`src/rq_pkg.sv`:
```
// Request queue package
// Entry formats of the RHQ, RDQ and BIQ heads and the
// encoding of the pop state machine

package rq_pkg;

   // Request header entry, high word in 63:32
   localparam int RHQ_W = 64;

   // Four data words in 127:0 and four ECC fields in 155:128
   // Word 0 sits in the highest slot of both
   localparam int RDQ_W = 156;

   // BIQ entry, either a header or two data words
   localparam int BIQ_W     = 64;
   localparam int BIQ_ECC_W = 14;

   // Data word counter
   localparam int DATA_CNT_W = 4;

   // Pop state machine
   typedef enum logic [2:0] {
      IDLE,
      HDR0,
      HDR1,
      WRI_D,
      WR8_D0,
      WR8_D1,
      RD_WAIT0,
      RD_WAIT1
   } pop_state_e;

endpackage

```
`src/sctag_pkg.sv`:
```
// L2 tag slice request package
// Outbound word format, request opcodes and credit defaults

package sctag_pkg;

   // Request word and its ECC
   localparam int WORD_W = 32;
   localparam int ECC_W  = 7;

   // Request opcodes, one hot
   typedef enum logic [2:0] {
      REQ_RDD = 3'b001,
      REQ_WR8 = 3'b010,
      REQ_WRI = 3'b100
   } req_e;

   // Opcode field in the high header word
   // Header bits 60:58
   localparam int REQ_HI = 28;
   localparam int REQ_LO = 26;

   // Low header word address bits for the 8-byte slot
   localparam int ADDR_LINE_HI = 5;
   localparam int ADDR_LINE_LO = 3;

   // Invalidate buffer entries at the slice
   localparam int IB_CREDITS_DEF = 2;

   // Outstanding WRI counter
   localparam int WIB_CNT_W = 3;

endpackage

```
`src/rq_issue_arbiter.sv`:
```
`timescale 1ns/1ps

// Issue arbiter
// Qualifies the RHQ and BIQ heads against the credit stalls
// and picks the source of each transaction round robin

module rq_issue_arbiter (
   input  logic                       cpu_clk,
   input  logic                       cpu_rst_l,
   input  rq_pkg::pop_state_e         pop_state,
   input  logic                       rhq_drdy,
   input  logic [rq_pkg::RHQ_W-1:0]   rhq_rdata,
   input  logic                       biq_drdy,
   input  logic [rq_pkg::BIQ_W-1:0]   biq_rdata_data,
   input  logic                       stall_ib,
   input  logic                       stall_wib,
   output logic                       issue_txn,
   output logic                       driving_bsc,
   output sctag_pkg::req_e            winner_op
);

   // Opcode position within a full 64-bit header
   localparam int OP_HI = sctag_pkg::REQ_HI + sctag_pkg::WORD_W;
   localparam int OP_LO = sctag_pkg::REQ_LO + sctag_pkg::WORD_W;

   sctag_pkg::req_e rhq_op;
   sctag_pkg::req_e biq_op;
   logic            rhq_drdy_ok;
   logic            bsc_drdy_ok;
   logic            next_driving_bsc;
   logic            priority_bsc;
   logic            load_winner;

   assign rhq_op = sctag_pkg::req_e'(rhq_rdata[OP_HI:OP_LO]);
   assign biq_op = sctag_pkg::req_e'(biq_rdata_data[OP_HI:OP_LO]);

   // ************************************************
   // Source readiness
   // ************************************************
   // Nothing issues with IB full, WRI also waits on WIB
   assign rhq_drdy_ok = rhq_drdy & ~stall_ib
                      & ~(stall_wib & (rhq_op == sctag_pkg::REQ_WRI));
   assign bsc_drdy_ok = biq_drdy & ~stall_ib
                      & ~(stall_wib & (biq_op == sctag_pkg::REQ_WRI));

   assign issue_txn = rhq_drdy_ok | bsc_drdy_ok;

   // ************************************************
   // Round robin
   // ************************************************
   assign load_winner = (pop_state == rq_pkg::IDLE) & issue_txn;

   // BIQ wins alone or when it holds priority
   assign next_driving_bsc = bsc_drdy_ok & (priority_bsc | ~rhq_drdy_ok);

   always_ff @(posedge cpu_clk) begin
      if (!cpu_rst_l) begin
         driving_bsc  <= 1'b0;
         priority_bsc <= 1'b0;
      end else if (load_winner) begin
         driving_bsc  <= next_driving_bsc;
         // Losing source goes first next time
         priority_bsc <= ~next_driving_bsc;
      end
   end

   // Opcode of the head being issued
   assign winner_op = driving_bsc ? biq_op : rhq_op;

endmodule

```
`src/rq_pop_fsm.sv`:
```
`timescale 1ns/1ps

// Pop state machine
// Steps header, data and wait phases of each transaction
// and forms the RHQ, RDQ and BIQ pop strobes

module rq_pop_fsm (
   input  logic                            cpu_clk,
   input  logic                            cpu_rst_l,
   input  logic                            issue_txn,
   input  sctag_pkg::req_e                 winner_op,
   input  logic                            driving_bsc,
   input  logic [rq_pkg::DATA_CNT_W-1:0]   data_cnt,
   output rq_pkg::pop_state_e              pop_state,
   output logic                            issue_rhq_pop,
   output logic                            issue_rdq_pop,
   output logic                            issue_biq_pop
);

   rq_pkg::pop_state_e next_state;
   logic               in_hdr1;
   logic               in_wri_d;

   // ************************************************
   // Next state
   // ************************************************
   always_comb begin
      next_state = pop_state;
      case (pop_state)
         rq_pkg::IDLE: begin
            if (issue_txn) begin
               next_state = rq_pkg::HDR0;
            end
         end
         rq_pkg::HDR0: next_state = rq_pkg::HDR1;
         // Head opcode still valid here, pop lands at the edge
         rq_pkg::HDR1: begin
            case (winner_op)
               sctag_pkg::REQ_WRI: next_state = rq_pkg::WRI_D;
               sctag_pkg::REQ_WR8: next_state = rq_pkg::WR8_D0;
               default:            next_state = rq_pkg::RD_WAIT0;
            endcase
         end
         // 16 words, counter runs 0 to 15
         rq_pkg::WRI_D: begin
            if (&data_cnt) begin
               next_state = rq_pkg::IDLE;
            end
         end
         rq_pkg::WR8_D0:   next_state = rq_pkg::WR8_D1;
         rq_pkg::WR8_D1:   next_state = rq_pkg::IDLE;
         // Read has no data, two idle beats
         rq_pkg::RD_WAIT0: next_state = rq_pkg::RD_WAIT1;
         rq_pkg::RD_WAIT1: next_state = rq_pkg::IDLE;
         default:          next_state = rq_pkg::IDLE;
      endcase
   end

   always_ff @(posedge cpu_clk) begin
      if (!cpu_rst_l) begin
         pop_state <= rq_pkg::IDLE;
      end else begin
         pop_state <= next_state;
      end
   end

   // ************************************************
   // Pop strobes
   // ************************************************
   assign in_hdr1  = (pop_state == rq_pkg::HDR1);
   assign in_wri_d = (pop_state == rq_pkg::WRI_D);

   // Header leaves its queue after the low word is taken
   assign issue_rhq_pop = in_hdr1 & ~driving_bsc;

   // RDQ entry done after word 3, or after the second WR8 word
   assign issue_rdq_pop = ~driving_bsc
                        & ((in_wri_d & (&data_cnt[1:0]))
                           | (pop_state == rq_pkg::WR8_D1));

   // BIQ header, then each data entry on its low half
   assign issue_biq_pop = driving_bsc & (in_hdr1 | (in_wri_d & data_cnt[0]));

endmodule

```
`src/rq_data_counter.sv`:
```
`timescale 1ns/1ps

// Data word counter
// Indexes the outbound data words, starting at the header's
// 8-byte slot for RHQ transactions

module rq_data_counter (
   input  logic                            cpu_clk,
   input  logic                            cpu_rst_l,
   input  rq_pkg::pop_state_e              pop_state,
   input  logic                            driving_bsc,
   input  logic [rq_pkg::RHQ_W-1:0]        rhq_rdata,
   output logic [rq_pkg::DATA_CNT_W-1:0]   data_cnt
);

   logic in_data;

   // Any data beat
   assign in_data = (pop_state == rq_pkg::WRI_D)
                  | (pop_state == rq_pkg::WR8_D0)
                  | (pop_state == rq_pkg::WR8_D1);

   always_ff @(posedge cpu_clk) begin
      if (!cpu_rst_l) begin
         data_cnt <= '0;
      end else if (pop_state == rq_pkg::HDR1) begin
         // BIQ always starts at entry 0
         if (driving_bsc) begin
            data_cnt <= '0;
         end else begin
            data_cnt <= {rhq_rdata[sctag_pkg::ADDR_LINE_HI:sctag_pkg::ADDR_LINE_LO], 1'b0};
         end
      end else if (in_data) begin
         data_cnt <= data_cnt + 1'b1;
      end
   end

endmodule

```
`src/sctag_credit_tracker.sv`:
```
`timescale 1ns/1ps

// Slice credit tracker
// Counts free IB entries and outstanding WRIs from the issued
// requests and the slice dequeue strobes

module sctag_credit_tracker #(
   parameter int IB_CREDITS = sctag_pkg::IB_CREDITS_DEF
) (
   input  logic                           cpu_clk,
   input  logic                           cpu_rst_l,
   input  logic [1:0]                     max_wris,
   input  logic                           sctag_jbi_iq_dequeue,
   input  logic                           sctag_jbi_wib_dequeue,
   input  logic                           jbi_sctag_req_vld,
   input  logic [sctag_pkg::WORD_W-1:0]   jbi_sctag_req,
   output logic                           stall_ib,
   output logic                           stall_wib
);

   localparam int                  IB_CNT_W = $clog2(IB_CREDITS + 1);
   localparam logic [IB_CNT_W-1:0] IB_INIT  = IB_CNT_W'(IB_CREDITS);

   logic                            iq_dequeue_ff;
   logic                            wib_dequeue_ff;
   logic                            wri_issued;
   logic                            incr_wib_cnt;
   logic [IB_CNT_W-1:0]             ib_cnt;
   logic [sctag_pkg::WIB_CNT_W-1:0] wib_cnt;

   // High header word is on the bus while vld is up
   assign wri_issued = jbi_sctag_req_vld
                     & (jbi_sctag_req[sctag_pkg::REQ_HI:sctag_pkg::REQ_LO]
                        == sctag_pkg::REQ_WRI);

   // Event flops
   always_ff @(posedge cpu_clk) begin
      if (!cpu_rst_l) begin
         iq_dequeue_ff  <= 1'b0;
         wib_dequeue_ff <= 1'b0;
         incr_wib_cnt   <= 1'b0;
      end else begin
         iq_dequeue_ff  <= sctag_jbi_iq_dequeue;
         wib_dequeue_ff <= sctag_jbi_wib_dequeue;
         incr_wib_cnt   <= wri_issued;
      end
   end

   // ************************************************
   // IB credits, every request takes one
   // ************************************************
   always_ff @(posedge cpu_clk) begin
      if (!cpu_rst_l) begin
         ib_cnt <= IB_INIT;
      end else begin
         case ({iq_dequeue_ff, jbi_sctag_req_vld})
            2'b10:   ib_cnt <= ib_cnt + 1'b1;
            2'b01:   ib_cnt <= ib_cnt - 1'b1;
            default: ib_cnt <= ib_cnt;
         endcase
      end
   end

   assign stall_ib = (ib_cnt == '0);

   // ************************************************
   // WIB count, WRI only
   // ************************************************
   always_ff @(posedge cpu_clk) begin
      if (!cpu_rst_l) begin
         wib_cnt <= '0;
      end else begin
         case ({incr_wib_cnt, wib_dequeue_ff})
            2'b10:   wib_cnt <= wib_cnt + 1'b1;
            2'b01:   wib_cnt <= wib_cnt - 1'b1;
            default: wib_cnt <= wib_cnt;
         endcase
      end
   end

   // Over the programmed limit
   assign stall_wib = (wib_cnt > sctag_pkg::WIB_CNT_W'(max_wris));

endmodule

```
`src/sctag_req_mux.sv`:
```
`timescale 1ns/1ps

// Slice request mux
// Picks header or data word and ECC for the current beat
// and registers them onto the slice request bus

module sctag_req_mux (
   input  logic                              cpu_clk,
   input  logic                              cpu_rst_l,
   input  rq_pkg::pop_state_e                pop_state,
   input  logic                              driving_bsc,
   input  logic [rq_pkg::DATA_CNT_W-1:0]     data_cnt,
   input  logic [rq_pkg::RHQ_W-1:0]          rhq_rdata,
   input  logic [rq_pkg::RDQ_W-1:0]          rdq_rdata,
   input  logic [rq_pkg::BIQ_W-1:0]          biq_rdata_data,
   input  logic [rq_pkg::BIQ_ECC_W-1:0]      biq_rdata_ecc,
   output logic                              jbi_sctag_req_vld,
   output logic [sctag_pkg::WORD_W-1:0]      jbi_sctag_req,
   output logic [sctag_pkg::ECC_W-1:0]       jbi_scbuf_ecc
);

   localparam int W         = sctag_pkg::WORD_W;
   localparam int E         = sctag_pkg::ECC_W;
   localparam int DATA_BITS = 4 * W;

   logic [rq_pkg::RHQ_W-1:0] hdr;
   logic [1:0]               rdq_slot;
   logic [W-1:0]             rdq_word;
   logic [E-1:0]             rdq_ecc;
   logic [W-1:0]             biq_word;
   logic [E-1:0]             biq_ecc;
   logic [W-1:0]             next_req;
   logic [E-1:0]             next_ecc;

   // Header of the driving source
   assign hdr = driving_bsc ? biq_rdata_data : rhq_rdata;

   // RDQ word 0 is the top slot
   assign rdq_slot = ~data_cnt[1:0];
   assign rdq_word = rdq_rdata[rdq_slot * W +: W];
   assign rdq_ecc  = rdq_rdata[DATA_BITS + rdq_slot * E +: E];

   // BIQ high half first, low half on odd counts
   assign biq_word = data_cnt[0] ? biq_rdata_data[W-1:0] : biq_rdata_data[2*W-1:W];
   assign biq_ecc  = data_cnt[0] ? biq_rdata_ecc[E-1:0] : biq_rdata_ecc[2*E-1:E];

   // ************************************************
   // Beat select
   // ************************************************
   always_comb begin
      next_req = '0;
      next_ecc = '0;
      case (pop_state)
         rq_pkg::HDR0: next_req = hdr[2*W-1:W];
         rq_pkg::HDR1: next_req = hdr[W-1:0];
         rq_pkg::WRI_D, rq_pkg::WR8_D0, rq_pkg::WR8_D1: begin
            next_req = driving_bsc ? biq_word : rdq_word;
            next_ecc = driving_bsc ? biq_ecc : rdq_ecc;
         end
         default: begin
            next_req = '0;
         end
      endcase
   end

   // Payload flops
   always_ff @(posedge cpu_clk) begin
      jbi_sctag_req <= next_req;
      jbi_scbuf_ecc <= next_ecc;
   end

   // vld lines up with the high header word
   always_ff @(posedge cpu_clk) begin
      if (!cpu_rst_l) begin
         jbi_sctag_req_vld <= 1'b0;
      end else begin
         jbi_sctag_req_vld <= (pop_state == rq_pkg::HDR0);
      end
   end

endmodule

```
`src/rq_issue_top.sv`:
```
`timescale 1ns/1ps

// Request issue stage
// Arbitrates RHQ/RDQ and BIQ transactions and streams them
// to the L2 tag slice under IB and WIB credits

module rq_issue_top #(
   parameter int IB_CREDITS = sctag_pkg::IB_CREDITS_DEF
) (
   input  logic                             cpu_clk,
   input  logic                             cpu_rst_l,
   input  logic [1:0]                       max_wris,
   input  logic                             rhq_drdy,
   input  logic [rq_pkg::RHQ_W-1:0]         rhq_rdata,
   input  logic [rq_pkg::RDQ_W-1:0]         rdq_rdata,
   input  logic                             biq_drdy,
   input  logic [rq_pkg::BIQ_W-1:0]         biq_rdata_data,
   input  logic [rq_pkg::BIQ_ECC_W-1:0]     biq_rdata_ecc,
   input  logic                             sctag_jbi_iq_dequeue,
   input  logic                             sctag_jbi_wib_dequeue,
   output logic                             issue_rhq_pop,
   output logic                             issue_rdq_pop,
   output logic                             issue_biq_pop,
   output logic                             jbi_sctag_req_vld,
   output logic [sctag_pkg::WORD_W-1:0]     jbi_sctag_req,
   output logic [sctag_pkg::ECC_W-1:0]      jbi_scbuf_ecc
);

   logic                            issue_txn;
   logic                            driving_bsc;
   sctag_pkg::req_e                 winner_op;
   rq_pkg::pop_state_e              pop_state;
   logic [rq_pkg::DATA_CNT_W-1:0]   data_cnt;
   logic                            stall_ib;
   logic                            stall_wib;

   // Source selection
   rq_issue_arbiter u_arbiter (
      .cpu_clk        (cpu_clk),
      .cpu_rst_l      (cpu_rst_l),
      .pop_state      (pop_state),
      .rhq_drdy       (rhq_drdy),
      .rhq_rdata      (rhq_rdata),
      .biq_drdy       (biq_drdy),
      .biq_rdata_data (biq_rdata_data),
      .stall_ib       (stall_ib),
      .stall_wib      (stall_wib),
      .issue_txn      (issue_txn),
      .driving_bsc    (driving_bsc),
      .winner_op      (winner_op)
   );

   // Transaction sequencing and queue pops
   rq_pop_fsm u_pop_fsm (
      .cpu_clk       (cpu_clk),
      .cpu_rst_l     (cpu_rst_l),
      .issue_txn     (issue_txn),
      .winner_op     (winner_op),
      .driving_bsc   (driving_bsc),
      .data_cnt      (data_cnt),
      .pop_state     (pop_state),
      .issue_rhq_pop (issue_rhq_pop),
      .issue_rdq_pop (issue_rdq_pop),
      .issue_biq_pop (issue_biq_pop)
   );

   rq_data_counter u_data_counter (
      .cpu_clk     (cpu_clk),
      .cpu_rst_l   (cpu_rst_l),
      .pop_state   (pop_state),
      .driving_bsc (driving_bsc),
      .rhq_rdata   (rhq_rdata),
      .data_cnt    (data_cnt)
   );

   // Flow control against the slice
   sctag_credit_tracker #(
      .IB_CREDITS (IB_CREDITS)
   ) u_credit_tracker (
      .cpu_clk               (cpu_clk),
      .cpu_rst_l             (cpu_rst_l),
      .max_wris              (max_wris),
      .sctag_jbi_iq_dequeue  (sctag_jbi_iq_dequeue),
      .sctag_jbi_wib_dequeue (sctag_jbi_wib_dequeue),
      .jbi_sctag_req_vld     (jbi_sctag_req_vld),
      .jbi_sctag_req         (jbi_sctag_req),
      .stall_ib              (stall_ib),
      .stall_wib             (stall_wib)
   );

   // Outbound word path
   sctag_req_mux u_req_mux (
      .cpu_clk           (cpu_clk),
      .cpu_rst_l         (cpu_rst_l),
      .pop_state         (pop_state),
      .driving_bsc       (driving_bsc),
      .data_cnt          (data_cnt),
      .rhq_rdata         (rhq_rdata),
      .rdq_rdata         (rdq_rdata),
      .biq_rdata_data    (biq_rdata_data),
      .biq_rdata_ecc     (biq_rdata_ecc),
      .jbi_sctag_req_vld (jbi_sctag_req_vld),
      .jbi_sctag_req     (jbi_sctag_req),
      .jbi_scbuf_ecc     (jbi_scbuf_ecc)
   );

endmodule

```
`config.mk`:
```
export PLATFORM = sky130hd
export DESIGN_NAME = rq_issue_top
export DESIGN_NICKNAME = d
export VERILOG_FILES = /design/src/rq_pkg.sv /design/src/sctag_pkg.sv /design/src/rq_issue_arbiter.sv /design/src/rq_pop_fsm.sv /design/src/rq_data_counter.sv /design/src/sctag_credit_tracker.sv /design/src/sctag_req_mux.sv /design/src/rq_issue_top.sv
export SDC_FILE = /design/constraint.sdc
export NUM_CORES = 1
export LEC_CHECK = 0
export ABC_AREA = 1
export BUFFER_PORTS_ARGS = -buffer_cell sky130_fd_sc_hd__buf_2
export CORE_AREA = 2 2 136 138
export DETAILED_ROUTE_END_ITERATION = 10
export DIE_AREA = 0 0 138 140
export GPL_TIMING_DRIVEN = 0
export PLACE_DENSITY_LB_ADDON = 0.15
export SYNTH_ARGS = -nofsm -noshare
export SYNTH_HDL_FRONTEND = slang
export SYNTH_SLANG_ARGS = --single-unit
```
`constraint.sdc`:
```
create_clock -name cpu_clk -period 2.24 [get_ports cpu_clk]
set_input_delay 0.336 -clock cpu_clk [delete_from_list [all_inputs] [get_ports cpu_clk]]
set_output_delay 0.336 -clock cpu_clk [all_outputs]
set_load 0.03 [all_outputs]
```
**Word-level counts from Yosys, hierarchy flattened**

Index checks and enable logic that the tools add are counted.

- Shift-type cells: 2
- Reductions and logical operators: 10
- Div/mod/pow operators: 0
- Multiplexer cells: 16
- Equality and inequality tests: 18
- Bitwise gates (word level): 27
- Magnitude comparators: 1
- Add/subtract/negate cells: 6
- Multiply operators: 1

Operator list:

| cell | count |
|---|---|
| $shiftx 156x33->7 | 1 |
| $shiftx 156x8->32 | 1 |
| $pmux 32 s3 | 1 |
| $mux 32 | 2 |
| $mux 64 | 1 |
| $eq 3x3->1 const B | 8 |
| $pmux 3 s7 | 1 |
| $and 1x1->1 | 14 |
| $mux 7 | 2 |
| $mux 4 | 3 |
| $pmux 3 s2 | 2 |
| $add 8x5->9 const A | 1 |
| $eq 3x2->1 const B | 3 |
| $mux 3 | 3 |
| $not 1->1 | 6 |
| $or 1x1->1 | 6 |
| $reduce_bool 2->1 | 3 |
| $mul 2x3->5 const B | 1 |
| $add 4x1->4 const B | 1 |
| $eq 2x1->1 const B | 2 |
| $eq 2x2->1 const B | 2 |
| $pmux 2 s2 | 1 |
| $reduce_and 2->1 | 2 |
| $reduce_and 4->1 | 1 |
| other kinds (13) | 13 |

- Memory bits (writable): 0
- Input bits: 306
- Memory bits (read-only): 0
- Register bits: 57
- Memories kept: 0
- Output and inout bits: 43
- Latch bits: 0

**Longest topological paths before layout**

- Depth after elaboration: 8
- Depth in mapped cells: 11

**Modules after synthesis**

Synthesis repeated with hierarchy kept, for this count alone.

- Cells, all modules: 1271
- Area total of the unflattened synthesis: 6283.5 um2

Modules (own cells, without submodules):

| module | area each (um2) | cells an instance | instances |
|---|---|---|---|
| sctag_req_mux | 5082.4 | 1078 | 1 |
| sctag_credit_tracker | 422.9 | 57 | 1 |
| rq_data_counter | 302.8 | 48 | 1 |
| rq_pop_fsm | 275.3 | 48 | 1 |
| rq_issue_arbiter | 200.2 | 40 | 1 |

**Worst setup path before layout**

OpenSTA, ideal clock, no wires.

- Kind: register to output
- Start point: register u_arbiter.driving_bsc
- End point: output issue_biq_pop
- Path slack: 0.234 ns
- Buffers on the path: 3
- Arrival: 1.670 ns
- Required time: 1.904 ns
- Stages on the path, launching flop included: 6
- Cell sequence: dfxtp_1 inv_2 buf_6 buf_2 buf_2 o31ai_1

- Longest elaborated chain between the ends: 1

RTL lines:

| item | RTL line | RTL |
|---|---|---|
| from (decl) | rq_issue_arbiter.sv:18 | `output logic driving_bsc,` |
| from (signal assigned) | rq_issue_arbiter.sv:61 | `driving_bsc <= next_driving_bsc;` |
| $and 1x1->1 | rq_pop_fsm.sv:82 | `assign issue_biq_pop = driving_bsc & (in_hdr1 \| (in_wri_d & data_cnt[0]));` |
| to (decl) | rq_issue_top.sv:23 | `output logic issue_biq_pop,` |

No other way between the ends.

**Worst setup path after layout**

- Start point: register u_pop_fsm.pop_state[1]
- End point: output issue_rhq_pop

- Longest elaborated chain between the ends: 2

RTL lines:

| item | RTL line | RTL |
|---|---|---|
| from (decl) | rq_pop_fsm.sv:14 | `output rq_pkg::pop_state_e pop_state,` |
| from (signal assigned) | rq_pop_fsm.sv:61 | `pop_state <= rq_pkg::IDLE;` |
| from (signal assigned) | rq_pop_fsm.sv:63 | `pop_state <= next_state;` |
| $eq 3x2->1 | rq_pop_fsm.sv:70 | `assign in_hdr1 = (pop_state == rq_pkg::HDR1);` |
| $and 1x1->1 | rq_pop_fsm.sv:74 | `assign issue_rhq_pop = in_hdr1 & ~driving_bsc;` |
| to (decl) | rq_issue_top.sv:21 | `output logic issue_rhq_pop,` |

No other way between the ends.

==> run_summary.xml <==
<?xml version="1.0" encoding="UTF-8"?>
<metrics>
  <group name="run_status">
    <metric name="run_status" unit="">completed</metric>
  </group>
  <group name="synth">
    <metric name="synth_enable_flop_cells" unit="">0</metric>
    <metric name="post_synth_inst_count" unit="">844</metric>
    <metric name="synth-seq-cells" unit="">57</metric>
    <metric name="synth_warnings" unit="">0</metric>
    <metric name="synth-seq-area-share" unit="%">22.6</metric>
    <metric name="synth-main-ff-cell" unit="">dfxtp_1</metric>
    <metric name="yosys.area.top_type_share" unit="%">22.6</metric>
    <metric name="syn_avg_cell_area" unit="um2">5.98</metric>
    <metric name="synthMostInstantiatedCell" unit="">nand2_1</metric>
    <metric name="synth_common_cells" unit="">nand2_1, a21oi_1, nor2_1</metric>
    <metric name="ys_async_sr_fraction" unit="%">0</metric>
    <metric name="yosys-top-cells-area" unit="">dfxtp_1, nand2_1, a21oi_1</metric>
    <metric name="synth.net_count" unit="">1157</metric>
    <metric name="synth.distinct_cells" unit="">36</metric>
    <metric name="yosysTopAreaCell" unit="">dfxtp_1</metric>
    <metric name="synth.cell_area" unit="mm2">0.00505</metric>
  </group>
  <group name="sta">
    <metric name="report.final.slew_viol_count" unit="">0</metric>
    <metric name="setup-tns-final" unit="ns">0</metric>
    <metric name="final_period_minus_worst_setup_slack" unit="ns">2.08</metric>
    <metric name="slew-limit-headroom" unit="%">50.9</metric>
    <metric name="final_min_period_over_clock_period" unit="%">92.9</metric>
    <metric name="hold_viol_final" unit="">0</metric>
    <metric name="fin_worst_skew" unit="ns">0.00692</metric>
    <metric name="setup_viol_count_final" unit="">0</metric>
    <metric name="grt_setup_unrepaired" unit="">false</metric>
    <metric name="tightestPinTransition" unit="ns">0.737</metric>
    <metric name="final.hold.worst_slack" unit="ns">0.179</metric>
    <metric name="fmaxAchievable" unit="GHz">0.480</metric>
  </group>
  <group name="floorplan">
    <metric name="die-area" unit="mm2">0.0193</metric>
    <metric name="floorplan.initialDensity" unit="%">28.4</metric>
    <metric name="std_cell_rows" unit="">49</metric>
    <metric name="io-pin-count" unit="">349</metric>
    <metric name="die_w" unit="um">138</metric>
    <metric name="dieHeight" unit="um">140</metric>
    <metric name="placeableCoreArea" unit="mm2">0.0178</metric>
  </group>
  <group name="clock_tree">
    <metric name="htree_levels" unit="">3</metric>
    <metric name="clk_root_buffer_cell" unit="">clkbuf_16</metric>
    <metric name="post-cts-setup-buffers" unit="">0</metric>
    <metric name="cts_tree" unit="">yes</metric>
    <metric name="total_clock_buffers_created_by_cts" unit="">9</metric>
    <metric name="cts-hold-fix-buffers" unit="">0</metric>
    <metric name="clock_tree_buffer_depth" unit="">2</metric>
    <metric name="clock_sink_count" unit="">57</metric>
    <metric name="clk_pin_slew" unit="ns">0.06</metric>
    <metric name="clock_insertion_delay_worst_skew" unit="ns">0.34</metric>
  </group>
  <group name="global_routing">
    <metric name="grt_overflow_total" unit="">0</metric>
    <metric name="grt_max_degree" unit="">20</metric>
    <metric name="global_route.usage.total" unit="%">25.9</metric>
    <metric name="wire_length_of_the_first_global_routing_pass" unit="mm">39.0</metric>
    <metric name="antenna_found_initial" unit="">1</metric>
    <metric name="first_global_vias" unit="">6929</metric>
  </group>
  <group name="worst_setup_path">
    <metric name="critical_path_arrival" unit="ns">1.75</metric>
    <metric name="timing.setup.critical_path_class" unit="">reg -&gt; out</metric>
    <metric name="most_repeated_library_cell_on_the_critical_path" unit="">nor2_4</metric>
    <metric name="crit_path_launch" unit="">u_pop_fsm.pop_state[1]</metric>
    <metric name="crit-reg2reg-launch" unit="">u_data_counter.data_cnt[0]</metric>
    <metric name="startpoint_type" unit="">register</metric>
    <metric name="critPathCapture" unit="">issue_rhq_pop</metric>
    <metric name="cpPeakStageDelay" unit="ns">0.42</metric>
    <metric name="critPathCaptureType" unit="">output port</metric>
    <metric name="r2r_cells" unit="">7</metric>
    <metric name="timing.critical_path.cells" unit="">inv_2 &gt; nor2_4 &gt; nand2_4 &gt; nor2_4 &gt; buf_6 &gt; buf_2</metric>
    <metric name="timing.rr.end" unit="">u_req_mux.jbi_sctag_req[3]</metric>
    <metric name="crit_fanout" unit="">10</metric>
    <metric name="worst-endpoint-required" unit="ns">1.90</metric>
    <metric name="reg2reg_slack" unit="ns">0.27</metric>
    <metric name="crit_slowest_cell" unit="">dfxtp_1</metric>
  </group>
  <group name="layout">
    <metric name="final_nets" unit="">1514</metric>
    <metric name="finish.instance_area" unit="mm2">0.00738</metric>
    <metric name="area.growth.synth_to_final" unit="%">46.2</metric>
    <metric name="final_layout_size_suffix_gt1_share" unit="%">37.0</metric>
  </group>
  <group name="pwr">
    <metric name="cellPowerDensity" unit="mW/mm2">1070</metric>
    <metric name="power.static_leakage" unit="nW">4.03</metric>
    <metric name="peak_supply_drop" unit="uV">403</metric>
    <metric name="fin_total_pwr" unit="mW">7.86</metric>
  </group>
  <group name="route">
    <metric name="finalWirelength" unit="mm">26.2</metric>
    <metric name="drt-wirelength-per-cell" unit="um">18.3</metric>
    <metric name="drtIter0Drc" unit="">333</metric>
    <metric name="drt_pass1_iterations" unit="">5</metric>
    <metric name="remaining_drc_errors" unit="">0</metric>
    <metric name="routed-via-count" unit="">7085</metric>
    <metric name="drt-vias-per-instance" unit="">4.93</metric>
    <metric name="number_of_nets_with_antenna_violations_after_routing" unit="">0</metric>
  </group>
  <group name="placement">
    <metric name="dp_hpwl" unit="mm">21.0</metric>
    <metric name="post_dp_cell_area" unit="mm2">0.00708</metric>
    <metric name="port-buffer-count" unit="">348</metric>
    <metric name="routabilityCongestion" unit="">0.888</metric>
  </group>
  <group name="run">
    <metric name="drv.max_cap_violation_count" unit="">0</metric>
  </group>
  <group name="worst_hold_path">
    <metric name="min_path_type" unit="">in -&gt; reg</metric>
  </group>
</metrics>
routing by layer:
layer / vias up / share of wire, % / routed length (um) / global-route usage (%)
met5: - / 0.050 / 13 / 0
met3: 48 / 6.4 / 1680 / 5.54
met1: 3169 / 43 / 11300 / 32.1
met2: 299 / 48 / 12600 / 45.2
met4: 2 / 2.6 / 692 / 8.06
li1: 3567 / - / - / -
flip-flops by register name, indices dropped and copies added (netlist names):
| register | cells |
|---|---|
| u_credit_tracker.wib_dequeue_ff | 1 |
| u_pop_fsm.pop_state | 3 |
| u_credit_tracker.incr_wib_cnt | 1 |
| u_arbiter.priority_bsc | 1 |
| u_data_counter.data_cnt | 4 |
| u_credit_tracker.iq_dequeue_ff | 1 |
| u_credit_tracker.ib_cnt | 2 |
| u_req_mux.jbi_scbuf_ecc | 7 |
| u_req_mux.jbi_sctag_req | 32 |
| u_req_mux.jbi_sctag_req_vld | 1 |
| u_credit_tracker.wib_cnt | 3 |
| u_arbiter.driving_bsc | 1 |
critical path: cells and delay by family (launching register included):
family / cells / cell delay, ns
flip-flops: 1 / 0.42
AND/OR/NAND/NOR: 3 / 0.43
buffers and inverters: 3 / 0.55
power by group:
group	switching (mW)	internal (mW)	leakage, nW
clock network	0.592	0.873	0.150
registers	0.141	1.40	0.470
logic	3.27	1.58	3.41
area by class of cell:
type	count	area, um2
inverters	62	234
fillers	1996	10400
flip-flops and latches	57	1140
clock inverters	7	78.8
diodes	2	5.00
repair buffers	348	1740
multi-input cells	661	3320
plain buffers	62	348
clock buffers	9	225
well taps	229	287
what timing repair did:
action,in CTS,in global routing
resized for setup,2,0
endpoints found under the setup margin,1,1
gates cloned,0,0
worst min path at each step:
| stage | end | slack, ns | from | depth (start not counted) |
|---|---|---|---|---|
| 6_report | u_credit_tracker.wib_dequeue_ff | 0.18 | sctag_jbi_wib_dequeue | 3 |
| 5_1_grt | u_credit_tracker.wib_dequeue_ff | 0.18 | sctag_jbi_wib_dequeue | 3 |
| 4_1_cts | u_credit_tracker.wib_dequeue_ff | 0.17 | sctag_jbi_wib_dequeue | 3 |
| 3_5_place_dp | u_credit_tracker.incr_wib_cnt | 0.42 | u_req_mux.jbi_sctag_req[26] | 1 |
| 3_3_place_gp | u_credit_tracker.incr_wib_cnt | 0.40 | u_req_mux.jbi_sctag_req[26] | 1 |
| 2_1_floorplan | u_credit_tracker.wib_cnt[0] | 0.42 | u_credit_tracker.wib_cnt[0] | 1 |
through the flow:
stage	utilization [%]	worst slack (ns)	instances
floorplan	-	0.234	844
global placement	39.8	0.294	1421
detailed placement	39.8	0.310	1421
CTS	41.5	0.00978	1436
global route	41.5	0.0622	1435
finish	41.5	0.158	1437
cell usage in the layout (no fill, tap or decap), types with 2 or more instances in the layout:
master     count
o221ai_1      24
clkinv_2       2
buf_4          7
nor2_4         2
clkinv_4       3
o21a_1         2
buf_6          8
inv_1         55
nor3_1         6
buf_2        372
o22ai_1        7
buf_1          2
o21ai_1       16
clkbuf_1      20
nand3b_1       3
a31oi_1        2
a21oi_1       93
o21ai_0       75
ha_1           6
clkbuf_16      9
diode_2        2
dfxtp_1       56
o211ai_1      28
inv_2          6
nand3_2        2
nand2_1      239
inv_6          2
nand2_2        3
or2_2         26
a22o_1        24
nor2_1        85
nand3_1       11
cell families (layout without fill, tap and decap cells):
group,count (synthesis),count (layout),share of synthesized area [%]
AOI/OAI and AO/OA,273,273,32.4
xor gates and xnor gates,2,2,0.347
adders and majority gates,7,7,1.88
other,0,2,0
buffers and inverters,126,488,11.7
DFF,57,57,22.6
and+or+nand+nor,379,379,31.0
Power figures use the tool's default switching activity.
